$ cat config.mk
export PLATFORM = sky130hd
export DESIGN_NAME = rsc_dec_engine
export DESIGN_NICKNAME = d
export VERILOG_FILES = /design/src/logic/rsc_dec_llr_pkg.sv /design/src/logic/rsc_dec_ctrl_pkg.sv /design/src/logic/rsc_dec_ctrl_line.sv /design/src/logic/rsc_dec_half_path.sv /design/src/logic/rsc_dec_err_acc.sv /design/src/logic/rsc_dec_engine.sv
export SDC_FILE = /design/constraint.sdc
export NUM_CORES = 1
export LEC_CHECK = 0
export BUFFER_PORTS_ARGS = -buffer_cell sky130_fd_sc_hd__buf_2
export CORE_ASPECT_RATIO = 1.1
export CORE_MARGIN = 8
export CORE_UTILIZATION = 62
export DETAILED_ROUTE_END_ITERATION = 16
export PLACE_DENSITY = 0.86
export SETUP_SLACK_MARGIN = 0.5
export SYNTH_ARGS = -nofsm -noshare
export SYNTH_HDL_FRONTEND = slang
export SYNTH_SLANG_ARGS = --single-unit
$ cat constraint.sdc
create_clock -name iclk -period 6.7 [get_ports iclk]
set_input_delay 0 -clock iclk [delete_from_list [all_inputs] [get_ports iclk]]
set_output_delay 0 -clock iclk [all_outputs]
set_load 0.01 [all_outputs]
$ cat src/logic/rsc_dec_llr_pkg.sv
package rsc_dec_llr_pkg;

  //------------------------------------------------------------
  // soft value widths
  //------------------------------------------------------------

  parameter int LLR_W = 5;  // signed llr, range -16..+15

  typedef logic signed [LLR_W-1 : 0] llr_t;

  // duo-bit pair, bit 0 sits in the low half
  typedef llr_t [1 : 0] dbit_llr_t;

  //------------------------------------------------------------
  // per path data words
  //------------------------------------------------------------

  // one path input word
  typedef struct packed {
    dbit_llr_t s_llr;   // channel systematic llr
    dbit_llr_t lextr;   // extrinsic from the other decoder
  } path_in_t;

  // one path output word
  typedef struct packed {
    dbit_llr_t    lextr;  // new extrinsic
    logic [1 : 0] dat;    // hard decision
    logic [1 : 0] derr;   // decision vs channel sign
  } path_out_t;

endpackage

$ cat src/logic/rsc_dec_ctrl_pkg.sv
package rsc_dec_ctrl_pkg;

  //------------------------------------------------------------
  // widths and latency
  //------------------------------------------------------------

  parameter int ADDR_W     = 8;
  parameter int DTAG_W     = 8;   // duo-bit tag, multichannel modes
  parameter int ERR_W      = 16;
  parameter int PATH_DELAY = 3;   // soft path latency, enabled cycles

  typedef logic [ADDR_W-1 : 0] addr_t;
  typedef logic [DTAG_W-1 : 0] dtag_t;
  typedef logic [ERR_W-1  : 0] err_cnt_t;

  //------------------------------------------------------------
  // word control and sub-iteration mode
  //------------------------------------------------------------

  typedef struct packed {
    logic sop;
    logic val;
    logic eop;
    logic last;   // word of the last sub-iteration
  } word_ctrl_t;

  typedef struct packed {
    logic first;    // first sub-iteration, no a priori yet
    logic even;     // 1 natural order, 0 permuted
    logic bitswap;  // swap the bit pair
  } iter_mode_t;

  // word identity, travels with the data
  typedef struct packed {
    addr_t faddr;
    addr_t baddr;
    dtag_t fdtag;
    dtag_t bdtag;
  } word_id_t;

endpackage

$ cat src/logic/rsc_dec_ctrl_line.sv
`timescale 1ns/1ps

module rsc_dec_ctrl_line #(
  parameter int p_delay = 3  // stages, equals soft path latency
) (
  input  logic                          iclk,
  input  logic                          ireset,
  input  logic                          iclkena,
  input  rsc_dec_ctrl_pkg::word_ctrl_t ctrl,
  input  rsc_dec_ctrl_pkg::word_id_t   id,
  output rsc_dec_ctrl_pkg::word_ctrl_t octrl,
  output rsc_dec_ctrl_pkg::word_id_t   oid
);

  import rsc_dec_ctrl_pkg::*;

  //------------------------------------------------------------
  // shift registers
  //------------------------------------------------------------

  logic [p_delay-1 : 0] val_q;   // only these see reset
  logic [p_delay-1 : 0] sop_q;
  logic [p_delay-1 : 0] eop_q;
  logic [p_delay-1 : 0] last_q;
  word_id_t             id_q [p_delay];

  always_ff @(posedge iclk or posedge ireset) begin
    if (ireset) begin
      val_q <= '0;
    end
    else if (iclkena) begin
      val_q[0] <= ctrl.val;
      for (int i = 1; i < p_delay; i++) begin
        val_q[i] <= val_q[i-1];
      end
    end
  end

  // wide fields just follow the enable
  always_ff @(posedge iclk) begin
    if (iclkena) begin
      sop_q[0]  <= ctrl.sop;
      eop_q[0]  <= ctrl.eop;
      last_q[0] <= ctrl.last;
      id_q[0]   <= id;
      for (int i = 1; i < p_delay; i++) begin
        sop_q[i]  <= sop_q[i-1];
        eop_q[i]  <= eop_q[i-1];
        last_q[i] <= last_q[i-1];
        id_q[i]   <= id_q[i-1];
      end
    end
  end

  //------------------------------------------------------------
  // line tail
  //------------------------------------------------------------

  assign octrl.sop  = sop_q[p_delay-1];
  assign octrl.val  = val_q[p_delay-1];
  assign octrl.eop  = eop_q[p_delay-1];
  assign octrl.last = last_q[p_delay-1];
  assign oid        = id_q[p_delay-1];

endmodule

$ cat src/logic/rsc_dec_half_path.sv
`timescale 1ns/1ps

module rsc_dec_half_path #(
  parameter bit p_b_nf = 0  // 1 for backward path, inverts swap sense
) (
  input  logic                         iclk,
  input  logic                         ireset,
  input  logic                         iclkena,
  input  logic                         ival,
  input  rsc_dec_ctrl_pkg::iter_mode_t mode,
  input  rsc_dec_llr_pkg::path_in_t    din,
  output logic                         oval,
  output rsc_dec_llr_pkg::path_out_t   dout
);

  import rsc_dec_llr_pkg::*;
  import rsc_dec_ctrl_pkg::*;

  typedef logic signed [LLR_W : 0] llr_ext_t;  // one guard bit

  // explicit sign extension by one bit
  function automatic llr_ext_t ext(input llr_t v);
    return {v[LLR_W-1], v};
  endfunction

  // clip back to llr range on overflow
  function automatic llr_t sat(input llr_ext_t v);
    llr_t res;
    if (v[LLR_W] != v[LLR_W-1]) begin
      res = v[LLR_W] ? {1'b1, {(LLR_W-1){1'b0}}}   // -16
                     : {1'b0, {(LLR_W-1){1'b1}}};  // +15
    end
    else begin
      res = v[LLR_W-1 : 0];
    end
    return res;
  endfunction

  logic       s1_val, s2_val;
  iter_mode_t s1_mode, s2_mode;
  dbit_llr_t  s1_sllr, s1_lapri;
  dbit_llr_t  s2_sllr, s2_lapo;
  logic [1:0] s2_dat, s2_derr;

  dbit_llr_t  lapo;       // stage 2 comb
  logic [1:0] dat, hd;
  dbit_llr_t  lextr;      // stage 3 comb
  logic       swap;

  always_ff @(posedge iclk or posedge ireset) begin
    if (ireset) begin
      s1_val <= 1'b0;
      s2_val <= 1'b0;
      oval   <= 1'b0;
    end
    else if (iclkena) begin
      s1_val <= ival;
      s2_val <= s1_val;
      oval   <= s2_val;
    end
  end

  //------------------------------------------------------------
  // stage 1, a priori gate
  //------------------------------------------------------------

  always_ff @(posedge iclk) begin
    if (iclkena) begin
      s1_mode  <= mode;
      s1_sllr  <= din.s_llr;
      s1_lapri <= mode.first ? '0 : din.lextr;  // nothing learned yet
    end
  end

  //------------------------------------------------------------
  // stage 2, a posteriori sum and decisions
  //------------------------------------------------------------

  always_comb begin
    for (int i = 0; i < 2; i++) begin
      lapo[i] = sat(ext(s1_sllr[i]) + ext(s1_lapri[i]));
      dat[i]  = ~lapo[i][LLR_W-1];     // nonnegative -> 1
      hd[i]   = ~s1_sllr[i][LLR_W-1];  // channel only decision
    end
  end

  always_ff @(posedge iclk) begin
    if (iclkena) begin
      s2_mode <= s1_mode;
      s2_sllr <= s1_sllr;
      s2_lapo <= lapo;
      s2_dat  <= dat;
      s2_derr <= dat ^ hd;
    end
  end

  //------------------------------------------------------------
  // stage 3, extrinsic and pair swap
  //------------------------------------------------------------

  always_comb begin
    for (int i = 0; i < 2; i++) begin
      lextr[i] = sat(ext(s2_lapo[i]) - ext(s2_sllr[i]));
    end
  end

  // permuted sub-iteration only, backward sense inverted
  assign swap = ~s2_mode.even & (s2_mode.bitswap ^ p_b_nf);

  always_ff @(posedge iclk) begin
    if (iclkena) begin
      dout.lextr <= swap ? {lextr[0], lextr[1]} : lextr;
      dout.dat   <= swap ? {s2_dat[0], s2_dat[1]} : s2_dat;
      dout.derr  <= swap ? {s2_derr[0], s2_derr[1]} : s2_derr;
    end
  end

endmodule

$ cat src/logic/rsc_dec_err_acc.sv
`timescale 1ns/1ps

module rsc_dec_err_acc (
  input  logic                          iclk,
  input  logic                          ireset,
  input  logic                          iclkena,
  input  rsc_dec_ctrl_pkg::word_ctrl_t ctrl,    // delayed control
  input  logic [1 : 0]                  f_derr,
  input  logic [1 : 0]                  b_derr,
  output rsc_dec_ctrl_pkg::err_cnt_t   oerr,
  output logic                          odone
);

  import rsc_dec_ctrl_pkg::*;

  //------------------------------------------------------------
  // per word error count, 0..4
  //------------------------------------------------------------

  logic [2 : 0] word_err;

  assign word_err = f_derr[0] + f_derr[1] + b_derr[0] + b_derr[1];

  //------------------------------------------------------------
  // running count and done
  //------------------------------------------------------------

  always_ff @(posedge iclk or posedge ireset) begin
    if (ireset) begin
      oerr  <= '0;
      odone <= 1'b0;
    end
    else if (iclkena) begin
      // one pulse after last word of last sub-iteration
      odone <= ctrl.val & ctrl.eop & ctrl.last;
      if (ctrl.val) begin
        if (ctrl.sop) begin
          oerr <= err_cnt_t'(word_err);         // restart, sop word counts too
        end
        else begin
          oerr <= oerr + err_cnt_t'(word_err);  // wraps at ERR_W
        end
      end
    end
  end

endmodule

$ cat src/logic/rsc_dec_engine.sv
`timescale 1ns/1ps

module rsc_dec_engine (
  input  logic                          iclk,
  input  logic                          ireset,
  input  logic                          iclkena,   // only stall
  input  rsc_dec_ctrl_pkg::word_ctrl_t ctrl,
  input  rsc_dec_ctrl_pkg::iter_mode_t mode,      // sampled with each word
  input  rsc_dec_ctrl_pkg::word_id_t   id,
  input  rsc_dec_llr_pkg::path_in_t    f_in,
  input  rsc_dec_llr_pkg::path_in_t    b_in,
  output rsc_dec_ctrl_pkg::word_ctrl_t octrl,
  output rsc_dec_ctrl_pkg::word_id_t   oid,
  output rsc_dec_llr_pkg::path_out_t   f_out,
  output rsc_dec_llr_pkg::path_out_t   b_out,
  output rsc_dec_ctrl_pkg::err_cnt_t   oerr,
  output logic                          odone
);

  import rsc_dec_llr_pkg::*;
  import rsc_dec_ctrl_pkg::*;

  word_ctrl_t line_ctrl;  // delayed control
  logic       f_oval;

  //------------------------------------------------------------
  // control delay line
  //------------------------------------------------------------

  rsc_dec_ctrl_line #(
    .p_delay (PATH_DELAY)
  ) u_ctrl_line (
    .iclk    (iclk),
    .ireset  (ireset),
    .iclkena (iclkena),
    .ctrl    (ctrl),
    .id      (id),
    .octrl   (line_ctrl),
    .oid     (oid)
  );

  //------------------------------------------------------------
  // forward and backward soft paths
  //------------------------------------------------------------

  rsc_dec_half_path #(
    .p_b_nf (1'b0)
  ) u_f_path (
    .iclk    (iclk),
    .ireset  (ireset),
    .iclkena (iclkena),
    .ival    (ctrl.val),
    .mode    (mode),
    .din     (f_in),
    .oval    (f_oval),
    .dout    (f_out)
  );

  rsc_dec_half_path #(
    .p_b_nf (1'b1)
  ) u_b_path (
    .iclk    (iclk),
    .ireset  (ireset),
    .iclkena (iclkena),
    .ival    (ctrl.val),
    .mode    (mode),
    .din     (b_in),
    .oval    (),          // same timing as forward
    .dout    (b_out)
  );

  // data valid comes from the forward path, framing from the line
  assign octrl.sop  = line_ctrl.sop;
  assign octrl.val  = f_oval;
  assign octrl.eop  = line_ctrl.eop;
  assign octrl.last = line_ctrl.last;

  //------------------------------------------------------------
  // error count and done
  //------------------------------------------------------------

  rsc_dec_err_acc u_err_acc (
    .iclk    (iclk),
    .ireset  (ireset),
    .iclkena (iclkena),
    .ctrl    (line_ctrl),
    .f_derr  (f_out.derr),
    .b_derr  (b_out.derr),
    .oerr    (oerr),
    .odone   (odone)
  );

endmodule

-- Word level (Yosys, flattened, before mapping)
Memories as Yosys holds them, arrays and structs flattened.
Index checks and enable logic that the tools add are counted.
- bits in read-only memories: 0
- latch bits: 0
- flip-flop bits (word level): 152
- output and inout port bits: 81
- memories kept: 1
- bits in writable memories: 96
- input port bits: 82
- shifts and indexed selects: 0
- $lt $le $gt $ge: 0
- $add $sub $neg: 12
- bitwise logic cells: 16
- divide/modulo/power cells: 0
- multiply operators: 0
- eq/ne operators: 8
- multiplexer cells: 25
- reduce and logical (&&, ||, !) cells: 1
- memory list (name ; words ; width ; read ports ; clocked after memory_dff ; write ports ; line ; source):
    u_ctrl_line.id_q ; 3 ; 32 ; 3 ; 0 ; 3 ; rsc_dec_ctrl_line.sv:25 ; word_id_t id_q [p_delay];
- operators with widths (cell ; count):
    2-to-1 mux 5 bit ; 16
    adder 5 x 5 -> 6 bit ; 4
    subtractor 5 x 5 -> 6 bit ; 4
    2-to-1 mux 10 bit ; 2
    adder 16 x 3 -> 16 bit ; 1
    2-to-1 mux 16 bit ; 1
    inverter 1 bit ; 10
    2-to-1 mux 2 bit ; 4
    inequality test 1 bit ; 8
    adder 3 x 1 -> 3 bit ; 2
    bitwise AND 1 bit ; 4
    bitwise XOR 2 bit ; 2
    adder 1 x 1 -> 2 bit ; 1
    2-to-1 mux 1 bit ; 2
    AND reduction 2 bit ; 1

-- Longest topological paths before layout
Gate-level depths: netlist of run 1.
- depth after elaboration: 5
- mapped depth: 12
- depth with buffers taken out: 12

-- Cells and area by module
Synthesis of run 1 repeated with hierarchy kept, for this count alone.
- cells, all modules: 840
- area, all modules: 11751.3 µm²
- by module, submodules not included (module ; area each (µm²) ; instances ; sequential area each (µm²) ; cells an instance):
    rsc_dec_half_path at u_b_path ; 3599.7 ; 1 ; 1936.9 ; 289
    rsc_dec_half_path at u_f_path ; 3599.7 ; 1 ; 1936.9 ; 290
    rsc_dec_ctrl_line ; 3535.9 ; 1 ; 3228.1 ; 148
    rsc_dec_err_acc ; 1008.5 ; 1 ; 425.4 ; 112
    rsc_dec_engine ; 7.5 ; 1 ; 0.0 ; 1

-- Least setup slack after synthesis of run 1
OpenSTA, ideal clock, no wires.
- path kind: register to register
- start point: reg u_f_path.dout[0] (netlist bit)
- end point: reg u_err_acc.oerr[14]
- path buffers: 0
- setup time: 0.078 ns
- stages on the path, launching flop included: 12
- arrival time: 2.606 ns
- setup slack: 4.016 ns
- data required time: 6.622 ns
- cell sequence: edfxtp_1 > ha_1 > inv_1 > fa_1 > inv_1 > ha_1 > inv_1 > fa_1 > nor2b_1 > o21bai_1 > or3_1 > a21oi_1
- longest elaborated chain between the ends: 5
- ends and longest elaborated chain (what ; line ; source):
    start: declaration ; rsc_dec_half_path.sv:13 ; output rsc_dec_llr_pkg::path_out_t dout
    adder 1 x 1 -> 2 bit ; rsc_dec_err_acc.sv:22 ; assign word_err = f_derr[0] + f_derr[1] + b_derr[0] + b_derr[1];
    adder 3 x 1 -> 3 bit (2 in a row) ; rsc_dec_err_acc.sv:22 ;
    adder 16 x 3 -> 16 bit ; rsc_dec_err_acc.sv:41 ; oerr <= oerr + err_cnt_t'(word_err);
    2-to-1 mux 16 bit ; rsc_dec_err_acc.sv:37 ; if (ctrl.sop) begin
    end signal: assignment ; rsc_dec_err_acc.sv:38 ; oerr <= err_cnt_t'(word_err);
    end signal: assignment ; rsc_dec_err_acc.sv:41 ;
    end: declaration ; rsc_dec_err_acc.sv:10 ; output rsc_dec_ctrl_pkg::err_cnt_t oerr,
No other way between the ends.
A chain may end at the register's enable or synchronous reset.

-- Worst setup path in the final report of run 1
Ends and elaborated chain as after synthesis.

==> results of run 1 <==
[metal layers]
metal	track usage (%)	share of wire [%]	routed length, µm
met5	0	0	0
met4	6.35	2.6	622
met3	3.06	7.1	1680
met2	37.8	52	12200
met1	23.4	38	9030
[registers in the layout, summed over array words and instances, names as in the netlist, 3 cells and up]
register / count
u_b_path.s1_lapri: 10
u_f_path.s1_sllr: 10
u_ctrl_line.id_q: 96
u_ctrl_line.sop_q: 3
u_f_path.s2_sllr: 10
u_b_path.s1_sllr: 10
u_b_path.dout: 14
u_ctrl_line.eop_q: 3
u_f_path.dout: 14
u_err_acc.oerr: 16
u_f_path.s2_lapo: 10
u_b_path.s2_sllr: 10
u_ctrl_line.last_q: 3
u_f_path.s1_lapri: 10
u_b_path.s2_lapo: 10
[cell families (layout without fill, tap and decap cells)]
group,Yosys count,after routing,synth area share (%)
xor gates and xnor gates,26,26,2.02
DFF,245,245,64.5
and+or+nand+nor,200,200,9.36
AOI/OAI and AO/OA,143,143,9.09
muxes,26,26,2.39
adders and majority gates,59,59,7.23
buffers and inverters,123,377,5.38
[stage by stage]
stage               instances  hold WS (ns)  worst slack (ns)  power [mW]
floorplan                 822       -0.0362              4.02        2.69
global placement         1168         0.154              3.95        2.92
detailed placement       1168         0.161              3.75        2.97
CTS                      1314         0.165              3.75        4.41
global route             1314         0.182              3.47        4.64
finish                   1314         0.187              3.68        4.45
[final timing paths]
check / start / end / slack (ns) / depth (start not counted)
worst max-delay path: u_f_path.dout[0] / u_err_acc.oerr[14] / 3.68 / 11
worst min-delay path: ireset / u_ctrl_line.val_q[0] / 0.19 / 3
worst max register to register: u_f_path.dout[0] / u_err_acc.oerr[14] / 3.68 / 11
worst min register to register: u_ctrl_line.id_q[0][29] / u_ctrl_line.id_q[0][61] / 0.41 / 0
max in group asynchronous: ireset / u_err_acc.oerr[14] / 6.02 / 3
min in group iclk: id[3] / u_ctrl_line.id_q[0][3] / 0.19 / 2
[area by class of cell]
type / count / share of cell area, %
multi-input cells: 454 / 24.4
well taps: 238 / 2.15
clock inverters: 20 / 1.52
flip-flops and latches: 245 / 52.3
repair buffers: 264 / 13.2
inverters: 67 / 1.81
clock buffers: 26 / 4.54
[cells in the mapped netlist, types with 3 or more instances]
master       n  share of area [%]
edfxtp_1   225                 60
inv_1       67                2.2
nand2_1     51                1.7
ha_1        49                5.5
nor2_1      40                1.3
buf_4       36                2.4
nor2b_1     36                2.0
o21ai_0     30                1.3
a21oi_1     23                1.0
dfrtp_1     20                4.4
mux2i_1     19                1.7
xnor2_1     18                1.4
clkbuf_1    13               0.43
nand2b_1    13               0.72
a21o_1      11               0.73
fa_1        10                1.8
nand3_1     10               0.45
o211ai_1    10               0.67
a31oi_1      8               0.45
nor3_1       8               0.36
xor2_1       8               0.62
a211oi_1     7               0.47
mux2_2       7               0.70
buf_2        6               0.27
o21a_1       6               0.40
nand4_1      4               0.22
nor4_1       4               0.22
o211a_1      4               0.36
o221ai_1     4               0.31
o22ai_1      4               0.22
or2_2        4               0.22
or3_1        4               0.22
a2111oi_0    3               0.23
a221oi_1     3               0.23
a2bb2oi_1    3               0.23
and2_1       3               0.17
nand3b_1     3               0.20
nor3b_1      3               0.20
o311ai_0     3               0.23
o31ai_1      3               0.20
or4_1        3               0.20
[worst register-to-register path, cell delays in order (launching register included)]
cell and delay [ns]:
edfxtp_1 0.41, ha_1 0.30, inv_1 0.09, fa_1 0.47, inv_1 0.10, ha_1 0.20, inv_1 0.07, fa_1 0.39
nor2b_1 0.18, o21bai_1 0.21, or3_1 0.40, a21oi_1 0.14
[power by group]
group | leakage [nW] | switching [mW] | internal [mW]
Sequential | 2.46 | 0.0789 | 1.90
Clock | 0.400 | 0.596 | 0.812
Combinational | 2.88 | 0.607 | 0.452
Total | 5.75 | 1.28 | 3.17
==> flow_summary.yaml, run 1 <==
outcome:
  status: "completed"
placement:
  place_hpwl_um: 14200
  port_buffers: 162
  gp_congestion: 0.830
  placed_area_um2: 12000
timing:
  setup_viol: 0
  period_minus_slack_ns: 3.02
  setup_tns_ns: 0
  tightest_slew_ns: 0.997
  maxSlewViolCount: 0
  clock.fmax_ghz: 0.331
  rsz0062_at_grt: "false"
  hold_viol: 0
  relSlewSlack_pct: 33.5
  clock_skew_ns: 0.0142
  finalCritPeriodShare_pct: 45.1
critical_path:
  cp-start-kind: "flop"
  cpLargestDelayFamily: "adder cells"
  critPathMostFrequentCell: "inv_1"
  path_cells: "ha_1, inv_1, fa_1, inv_1, ha_1, inv_1, fa_1, nor2b_1, o21bai_1, or3_1, a21oi_1"
  arrival_ns: 3.45
  path_buf_inv: 3
  max_stage_delay_ns: 0.47
  worstPathRequired_ns: 7.14
  crit_type: "reg2reg"
  crit_fanout: 9
  endpoint_kind: "flop"
  cp_slowest_cell: "fa_1"
finish:
  seqCellArea_um2: 7260
  multi_input_area_um2: 3380
  fin_util_pct: 78.2
  nets: 1198
  final_cell_mix: "edfxtp_1 (225), buf_2 (161), dlygate4sd3_1 (100), inv_1 (67), nand2_1 (51)"
  drive_above_1_share_pct: 21.3
  layout_commonest_cell: "edfxtp_1"
  design_area_um2: 13900
  insertedDiodeCount: 0
  area_growth_pct: 23.3
  nFillCells: 1017
detailed_routing:
  routed_wl_um: 23500
  post_drt_wl_per_cell_um: 17.9
  first_pass_iters: 5
  drc_errors: 0
  vias: 7237
  drtAntennaViolNets: 0
  drtIter0Drc: 474
  vias_per_cell: 5.51
clock_network:
  cts_tree: "yes"
  clock-sinks: 245
  cts.clk_slew.worst_paths_ns: 0.07
  cts_buffer_depth: 3
  cts_setup_buffers: 0
  htreeDepth: 1
  clk-insertion-delay-late_ns: 0.52
  cts-resized-gates: 0
  cts_buffers: 25
  cts_root_buf: "clkbuf_16"
  cts_hold_buf: 100
logic_synthesis:
  synth_edf_count: 225
  synth_cell_type_count: 69
  ys_seq_area_share_pct: 64.5
  async_flop_share_pct: 8.16
  synth_cells: 822
  netlist_area_um2: 11200
  avgSynthCellArea_um2: 13.7
  yosys_warnings: 0
  synth_fp_nets: 963
  synthFlopType: "edfxtp_1"
  ys_ff_latch: 245
worst_hold_path:
  hold_path_class: "in2async"
floorplan:
  initial_core_util_pct: 63.4
  die_height_um: 157
  die_area_um2: 22700
  coreArea_um2: 17700
  rows: 51
  die_x_um: 144
  io-pin-count: 163
power:
  p_leak_nw: 5.75
  peakVddDrop_v: 0.000304
  p_per_area_nw_per_um2: 321
grt:
  grt_pass1_wl_um: 36300
  antenna_found_initial: 0
  grt_pass1_vias: 7314
  grt_overflow: 0
  gr-usage-all-layers_pct: 20.3
  grt_max_degree: 84
flow_run:
  drv_cap: 0
(Power assumes the default switching activity.)
==> inputs of run 2 (changes only) <==
ABC_AREA = 1   (was unset)
CORE_UTILIZATION = 52   (was 62)
PLACE_DENSITY = 0.77   (was 0.86)
clock period = 2.57 ns   (was 6.7 ns; I/O delays follow)
==> flow_summary.yaml, run 2 <==
floorplan:
  die_height_um: 168
  initial_core_util_pct: 53.0
  io-pin-count: 163
  die_x_um: 154
  rows: 55
  die_area_um2: 26000
  coreArea_um2: 20600
finish:
  area_growth_pct: 29.1
  layout.cells.non_filler: 1473
  top_regs: "u_ctrl_line.id_q x96, u_err_acc.oerr x16"
  insertedDiodeCount: 0
  top_register: "u_ctrl_line.id_q"
  largest_register_ffs: 96
  final_cell_mix: "edfxtp_1 (225), nand2_1 (189), buf_2 (161), inv_1 (132), dlygate4sd3_1 (100)"
  drive_above_1_share_pct: 25.0
  nets: 1342
  design_area_um2: 14100
  layout_commonest_cell: "edfxtp_1"
timing:
  tightest_slew_ns: 0.761
  finalCritPeriodShare_pct: 102
  rsz0062_at_grt: "true"
  setup_viol: 4
  period_minus_slack_ns: 2.63
  clock_skew_ns: 0.0120
  relSlewSlack_pct: 49.2
  hold_viol: 0
  setup_ws_ns: -0.0579
  holdWs_ns: 0.168
  clock.fmax_ghz: 0.381
  maxSlewViolCount: 0
grt:
  grt_max_degree: 131
  grt_pass1_wl_um: 33700
  grt_overflow: 0
  antenna_found_initial: 0
  gr-usage-all-layers_pct: 15.9
  grt_pass1_vias: 7128
critical_path:
  cp-start-kind: "flop"
  endpoint_kind: "flop"
  cp_slowest_cell: "fa_2"
  path_cells: "ha_1, inv_2, fa_2, inv_2, ha_4, inv_2, fa_2, inv_2, nand2_2, nand2_2, nand2_2, nor2_4, nand2_1, nor2_1, o21ai_0, nor2_1"
  worstPathRequired_ns: 3.01
  arrival_ns: 3.07
  max_stage_delay_ns: 0.43
  crit_fanout: 5
  crit_type: "reg2reg"
  critPathMostFrequentCell: "inv_2"
logic_synthesis:
  synth_cells: 933
  synth.top_cells.by_area: "edfxtp_1 (62%), nand2_1 (7.0%), ha_1 (5.6%)"
  synth_edf_count: 225
  ys_ff_latch: 245
  yosys_warnings: 0
  async_flop_share_pct: 8.16
  synthFlopType: "edfxtp_1"
  synth_top_family_by_area: "simple AND/OR/NAND/NOR gates"
  synth_cell_type_count: 28
  avgSynthCellArea_um2: 11.7
  ys_seq_area_share_pct: 66.3
  synth_fp_nets: 1074
  netlist_area_um2: 10900
  synthDominantCellAreaShare_pct: 61.7
  synthSimpleGateAreaFrac_pct: 14.7
  synth-xor-area-share_pct: 1.20
  synthMuxAreaShare_pct: 0.103
  post-synth-top-count-cell: "edfxtp_1"
  yosys-top-cells-count: "edfxtp_1 (225), nand2_1 (204), inv_1 (141)"
  yosysTopAreaCell: "edfxtp_1"
  synth_adder_area_share_pct: 7.43
  synth_compound_area_share_pct: 2.72
detailed_routing:
  met1_length_um: 8710
  post_drt_wl_per_cell_um: 14.7
  dr_wl_met2_um: 11300
  met3WireLength_um: 1230
  drtIter0Drc: 310
  drc_errors: 0
  first_pass_iters: 5
  drtAntennaViolNets: 0
  top_layer_used: "met4"
  vias: 7212
  routed_wl_um: 21700
  vias_per_cell: 4.90
placement:
  port_buffers: 162
  gp_congestion: 0.832
  post-place-ws_ns: -0.0995
  dp_cells: 1313
  placed_area_um2: 11900
  place_hpwl_um: 13600
power:
  peakVddDrop_v: 0.000644
  total_power_mw: 11.5
  p_leak_nw: 6.26
  p_per_area_nw_per_um2: 817
outcome:
  status: "finished with violations"
  violations: "negative setup slack"
clock_network:
  cts_buffer_depth: 3
  clock-sinks: 245
  cts_tree: "yes"
  cts_buffers: 24
  cts.clk_slew.worst_paths_ns: 0.06
  htreeDepth: 1
  cts_root_buf: "clkbuf_16"
  clk-insertion-delay-late_ns: 0.51
flow_run:
  drv_cap: 0
worst_hold_path:
  hold_path_class: "in2async"
run 2: stage by stage:
step                      TNS (ns)  utilization [%]
after floorplan                  0                -
after global placement           0             57.6
after detailed placement    -0.282             57.6
after CTS                   -0.112             67.3
after global routing        -0.919             68.5
final                       -0.136             68.5
run 2: routing by layer:
layer | global-route usage [%] | vias to the layer above
met3 | 2.71 | 35
met5 | 0 | -
met2 | 29.3 | 198
met1 | 18.4 | 3331
met4 | 5.12 | 0
li1 | - | 3648
run 2: final cells by class:
cell class,count,area [µm²]
Tap cell,256,320
Fill cell,1383,6510
Timing Repair Buffer,284,2030
Multi-Input combinational cell,504,3230
Sequential cell,245,7260
Inverter,142,538
Clock buffer,36,698
Clock inverter,6,65.1
run 2: report_power, final:
part           internal, mW  switching (mW)  leakage (nW)
combinational          1.27            1.72          3.43
clock                  1.98            1.41         0.364
sequential             4.97           0.209          2.47
run 2: final timing paths:
kind,start,endpoint,slack (ns),cells past startpoint
hold / removal,ireset,u_err_acc.odone,0.17,3
hold reg to reg,u_ctrl_line.id_q[0][23],u_ctrl_line.id_q[0][55],0.41,0
setup / recovery,u_f_path.dout[0],u_err_acc.oerr[10],-0.06,16
setup reg to reg,u_f_path.dout[0],u_err_acc.oerr[10],-0.06,16
min in group iclk,b_in[12],u_b_path.s1_sllr[2],0.19,2
max in group asynchronous,ireset,u_err_acc.oerr[7],1.92,3
run 2: cell families (layout without fill, tap and decap cells):
group,count (synthesis),in the layout
AOI/OAI and AO/OA,58,58
xor gates and xnor gates,15,15
adders and majority gates,59,59
buffers and inverters,184,468
DFF,245,245
muxes,1,1
and+or+nand+nor,371,371
run 2: repair_timing:
| action | CTS | global route |
|---|---|---|
| endpoints found under the setup margin | 28 | 51 |
| resized for setup | 31 | 47 |
| pin swaps | 13 | 25 |
| hold endpoints to repair | 125 | 0 |
| setup buffers | 9 | 8 |
| hold buffers | 101 | 0 |
run 2: critical path, delay by kind of cell, from the launching register on:
kind | cells | cell delay (ns)
AOI/OAI and AO/OA | 1 | 0.08
and+or+nand+nor | 7 | 0.62
adders and majority gates | 4 | 1.22
buffers and inverters | 4 | 0.26
DFF | 1 | 0.39
==> inputs of run 3 (changes only) <==
--- a/config.mk
+++ b/config.mk
@@ -11,6 +11,7 @@
 export CORE_MARGIN = 8
-export CORE_UTILIZATION = 52
+export CORE_UTILIZATION = 57
 export DETAILED_ROUTE_END_ITERATION = 16
-export PLACE_DENSITY = 0.77
+export PLACE_DENSITY = 0.8
 export SETUP_SLACK_MARGIN = 0.5
+export SLEW_MARGIN = 20
 export SYNTH_ARGS = -nofsm -noshare
==> constraint.sdc (replaced) <==
create_clock -name iclk -period 2.45 [get_ports iclk]
set_input_delay 0 -clock iclk [delete_from_list [all_inputs] [get_ports iclk]]
set_output_delay 0 -clock iclk [all_outputs]
set_load 0.02 [all_outputs]
==> flow_summary.yaml, run 3 (synthesis results as in run 2) <==
timing:
  setup_ws_ns: -0.370
  period_minus_slack_ns: 2.82
  clock_skew_ns: 0.00877
  tightest_slew_ns: 0.757
  maxSlewViolCount: 0
  rsz0062_at_grt: "true"
  relSlewSlack_pct: 49.5
  finalCritPeriodShare_pct: 115
  setup_viol: 7
  hold_viol: 0
  clock.fmax_ghz: 0.355
  holdWs_ns: 0.0177
placement:
  place_hpwl_um: 14000
  dp_cells: 1305
  port_buffers: 162
  gp_congestion: 0.868
critical_path:
  crit_cells: 15
  path_buf_inv: 11
  endpoint_kind: "flop"
  cpLargestDelayFamily: "buffers and inverters"
  critPathMostFrequentCell: "buf_4"
  cp_slowest_cell: "fa_2"
  reg2reg_depth: 15
  max_stage_delay_ns: 0.53
  critPathCapture: "u_err_acc.oerr[0]"
  arrival_ns: 3.22
  worstPathRequired_ns: 2.85
  rrSetupSlack_ns: -0.37
  crit_type: "reg2reg"
  path_cells: "ha_1, inv_2, fa_2, inv_2, buf_4, buf_4, buf_4, buf_4, buf_4, buf_4, buf_4, buf_4, buf_4, o21ai_1, o21ai_1"
  timing.rr.end: "u_err_acc.oerr[0]"
  cp-start-kind: "flop"
  r2r_start: "u_f_path.dout[0]"
  crit_start: "u_f_path.dout[0]"
  crit_fanout: 2
power:
  p_per_area_nw_per_um2: 905
  p_leak_nw: 6.51
  peakVddDrop_v: 0.000726
flow_run:
  drv_cap: 0
grt:
  top_usage_layer: "met2"
  met2_usage_pct: 36.0
  grt_max_degree: 106
  grt_overflow: 0
  grt_pass1_vias: 7740
  grt_use_met3_pct: 3.69
  met1_usage_pct: 21.7
  antenna_found_initial: 0
  grt_pass1_wl_um: 37400
  gr-usage-all-layers_pct: 19.4
outcome:
  status: "finished with violations"
  violations: "negative setup slack"
detailed_routing:
  post_drt_wl_per_cell_um: 17.2
  drtIter0Drc: 381
  vias_per_cell: 5.18
  vias: 7764
  routed_wl_um: 25800
  first_pass_iters: 5
  drtAntennaViolNets: 0
  drc_errors: 0
clock_network:
  cts_root_buf: "clkbuf_16"
  cts.clk_slew.worst_paths_ns: 0.06
  cts_tree: "yes"
  cts_buffers: 26
  cts_buffer_depth: 3
  clock-sinks: 245
  htreeDepth: 1
  clk-insertion-delay-late_ns: 0.53
finish:
  largest_register_ffs: 96
  top_regs: "u_ctrl_line.id_q x96, u_err_acc.oerr x16"
  nets: 1373
  insertedDiodeCount: 0
  area_growth_pct: 35.1
  drive_above_1_share_pct: 32.2
  top_register: "u_ctrl_line.id_q"
  final_cell_mix: "edfxtp_1 (225), nand2_1 (164), buf_2 (161), inv_1 (124), dlygate4sd3_1 (99)"
  layout.cells.non_filler: 1499
  layout_commonest_cell: "edfxtp_1"
worst_hold_path:
  hold_path_class: "in2reg"
floorplan:
  die_height_um: 161
  die_x_um: 148
  die_area_um2: 23900
  coreArea_um2: 19000
  initial_core_util_pct: 57.7
  rows: 53
  io-pin-count: 163
[run 3: cell count changes in the layout (fill, tap and decap cells not counted), sizes merged]
| cell | before | now |
|---|---|---|
| clkbuf | 36 | 29 |
| dlygate4sd3 | 100 | 99 |
| buf | 184 | 214 |
| bufinv | 1 | 4 |
| clkinvlp | 1 | 4 |
| clkinv | 4 | 11 |
[run 3: repair_timing]
action                                  4_1_cts  5_1_grt
hold buffers                                100        0
setup buffers                                17       29
hold endpoints to repair                    123        0
resized for setup                            52      107
pin swaps                                    23       69
endpoints found under the setup margin       49       54
[run 3: metal layers]
metal | part of all wire [%] | up-vias
met5 | 0 | -
met1 | 37 | 3670
met4 | 3.1 | 0
li1 | - | 3719
met2 | 54 | 308
met3 | 6.6 | 67
[run 3: through the flow]
step                util [%]  TNS, ns  setup slack, ns  area [µm²]  power [mW]
global placement        62.9   -0.204          -0.0822       11900        8.10
global route            78.0    -2.85           -0.433       14800        14.1
detailed placement      62.9    -1.09           -0.247       11900        8.23
CTS                     74.5    -1.54           -0.256       14100        12.6
floorplan                  -   -0.571           -0.127       11000        7.46
finish                  78.0    -1.97           -0.370       14800        13.4
[run 3: layout make-up]
type / instances / area, µm²
fillers: 1088 / 4170
clock inverters: 19 / 214
repair buffers: 313 / 2260
flip-flops and latches: 245 / 7260
multi-input cells: 504 / 3550
clock buffers: 29 / 662
well taps: 247 / 309
inverters: 142 / 541
[run 3: how the worst min path moves through the flow]
| stage | from | end | slack (ns) | depth (start not counted) |
|---|---|---|---|---|
| detailed placement | ireset | u_err_acc.odone | 0.16 | 2 |
| finish | mode[2] | u_b_path.s1_lapri[0] | 0.02 | 2 |
| floorplan | ireset | u_ctrl_line.val_q[0] | -0.04 | 1 |
| global placement | ireset | u_err_acc.odone | 0.16 | 2 |
| global route | mode[2] | u_b_path.s1_lapri[0] | 0.05 | 2 |
| CTS | mode[2] | u_b_path.s1_lapri[0] | 0.006 | 2 |
[run 3: power breakdown]
part / switching, mW / internal, mW / leakage [nW]
registers: 0.245 / 5.22 / 2.47
logic: 2.31 / 1.65 / 3.63
clock network: 1.59 / 2.37 / 0.416
total: 4.15 / 9.25 / 6.51
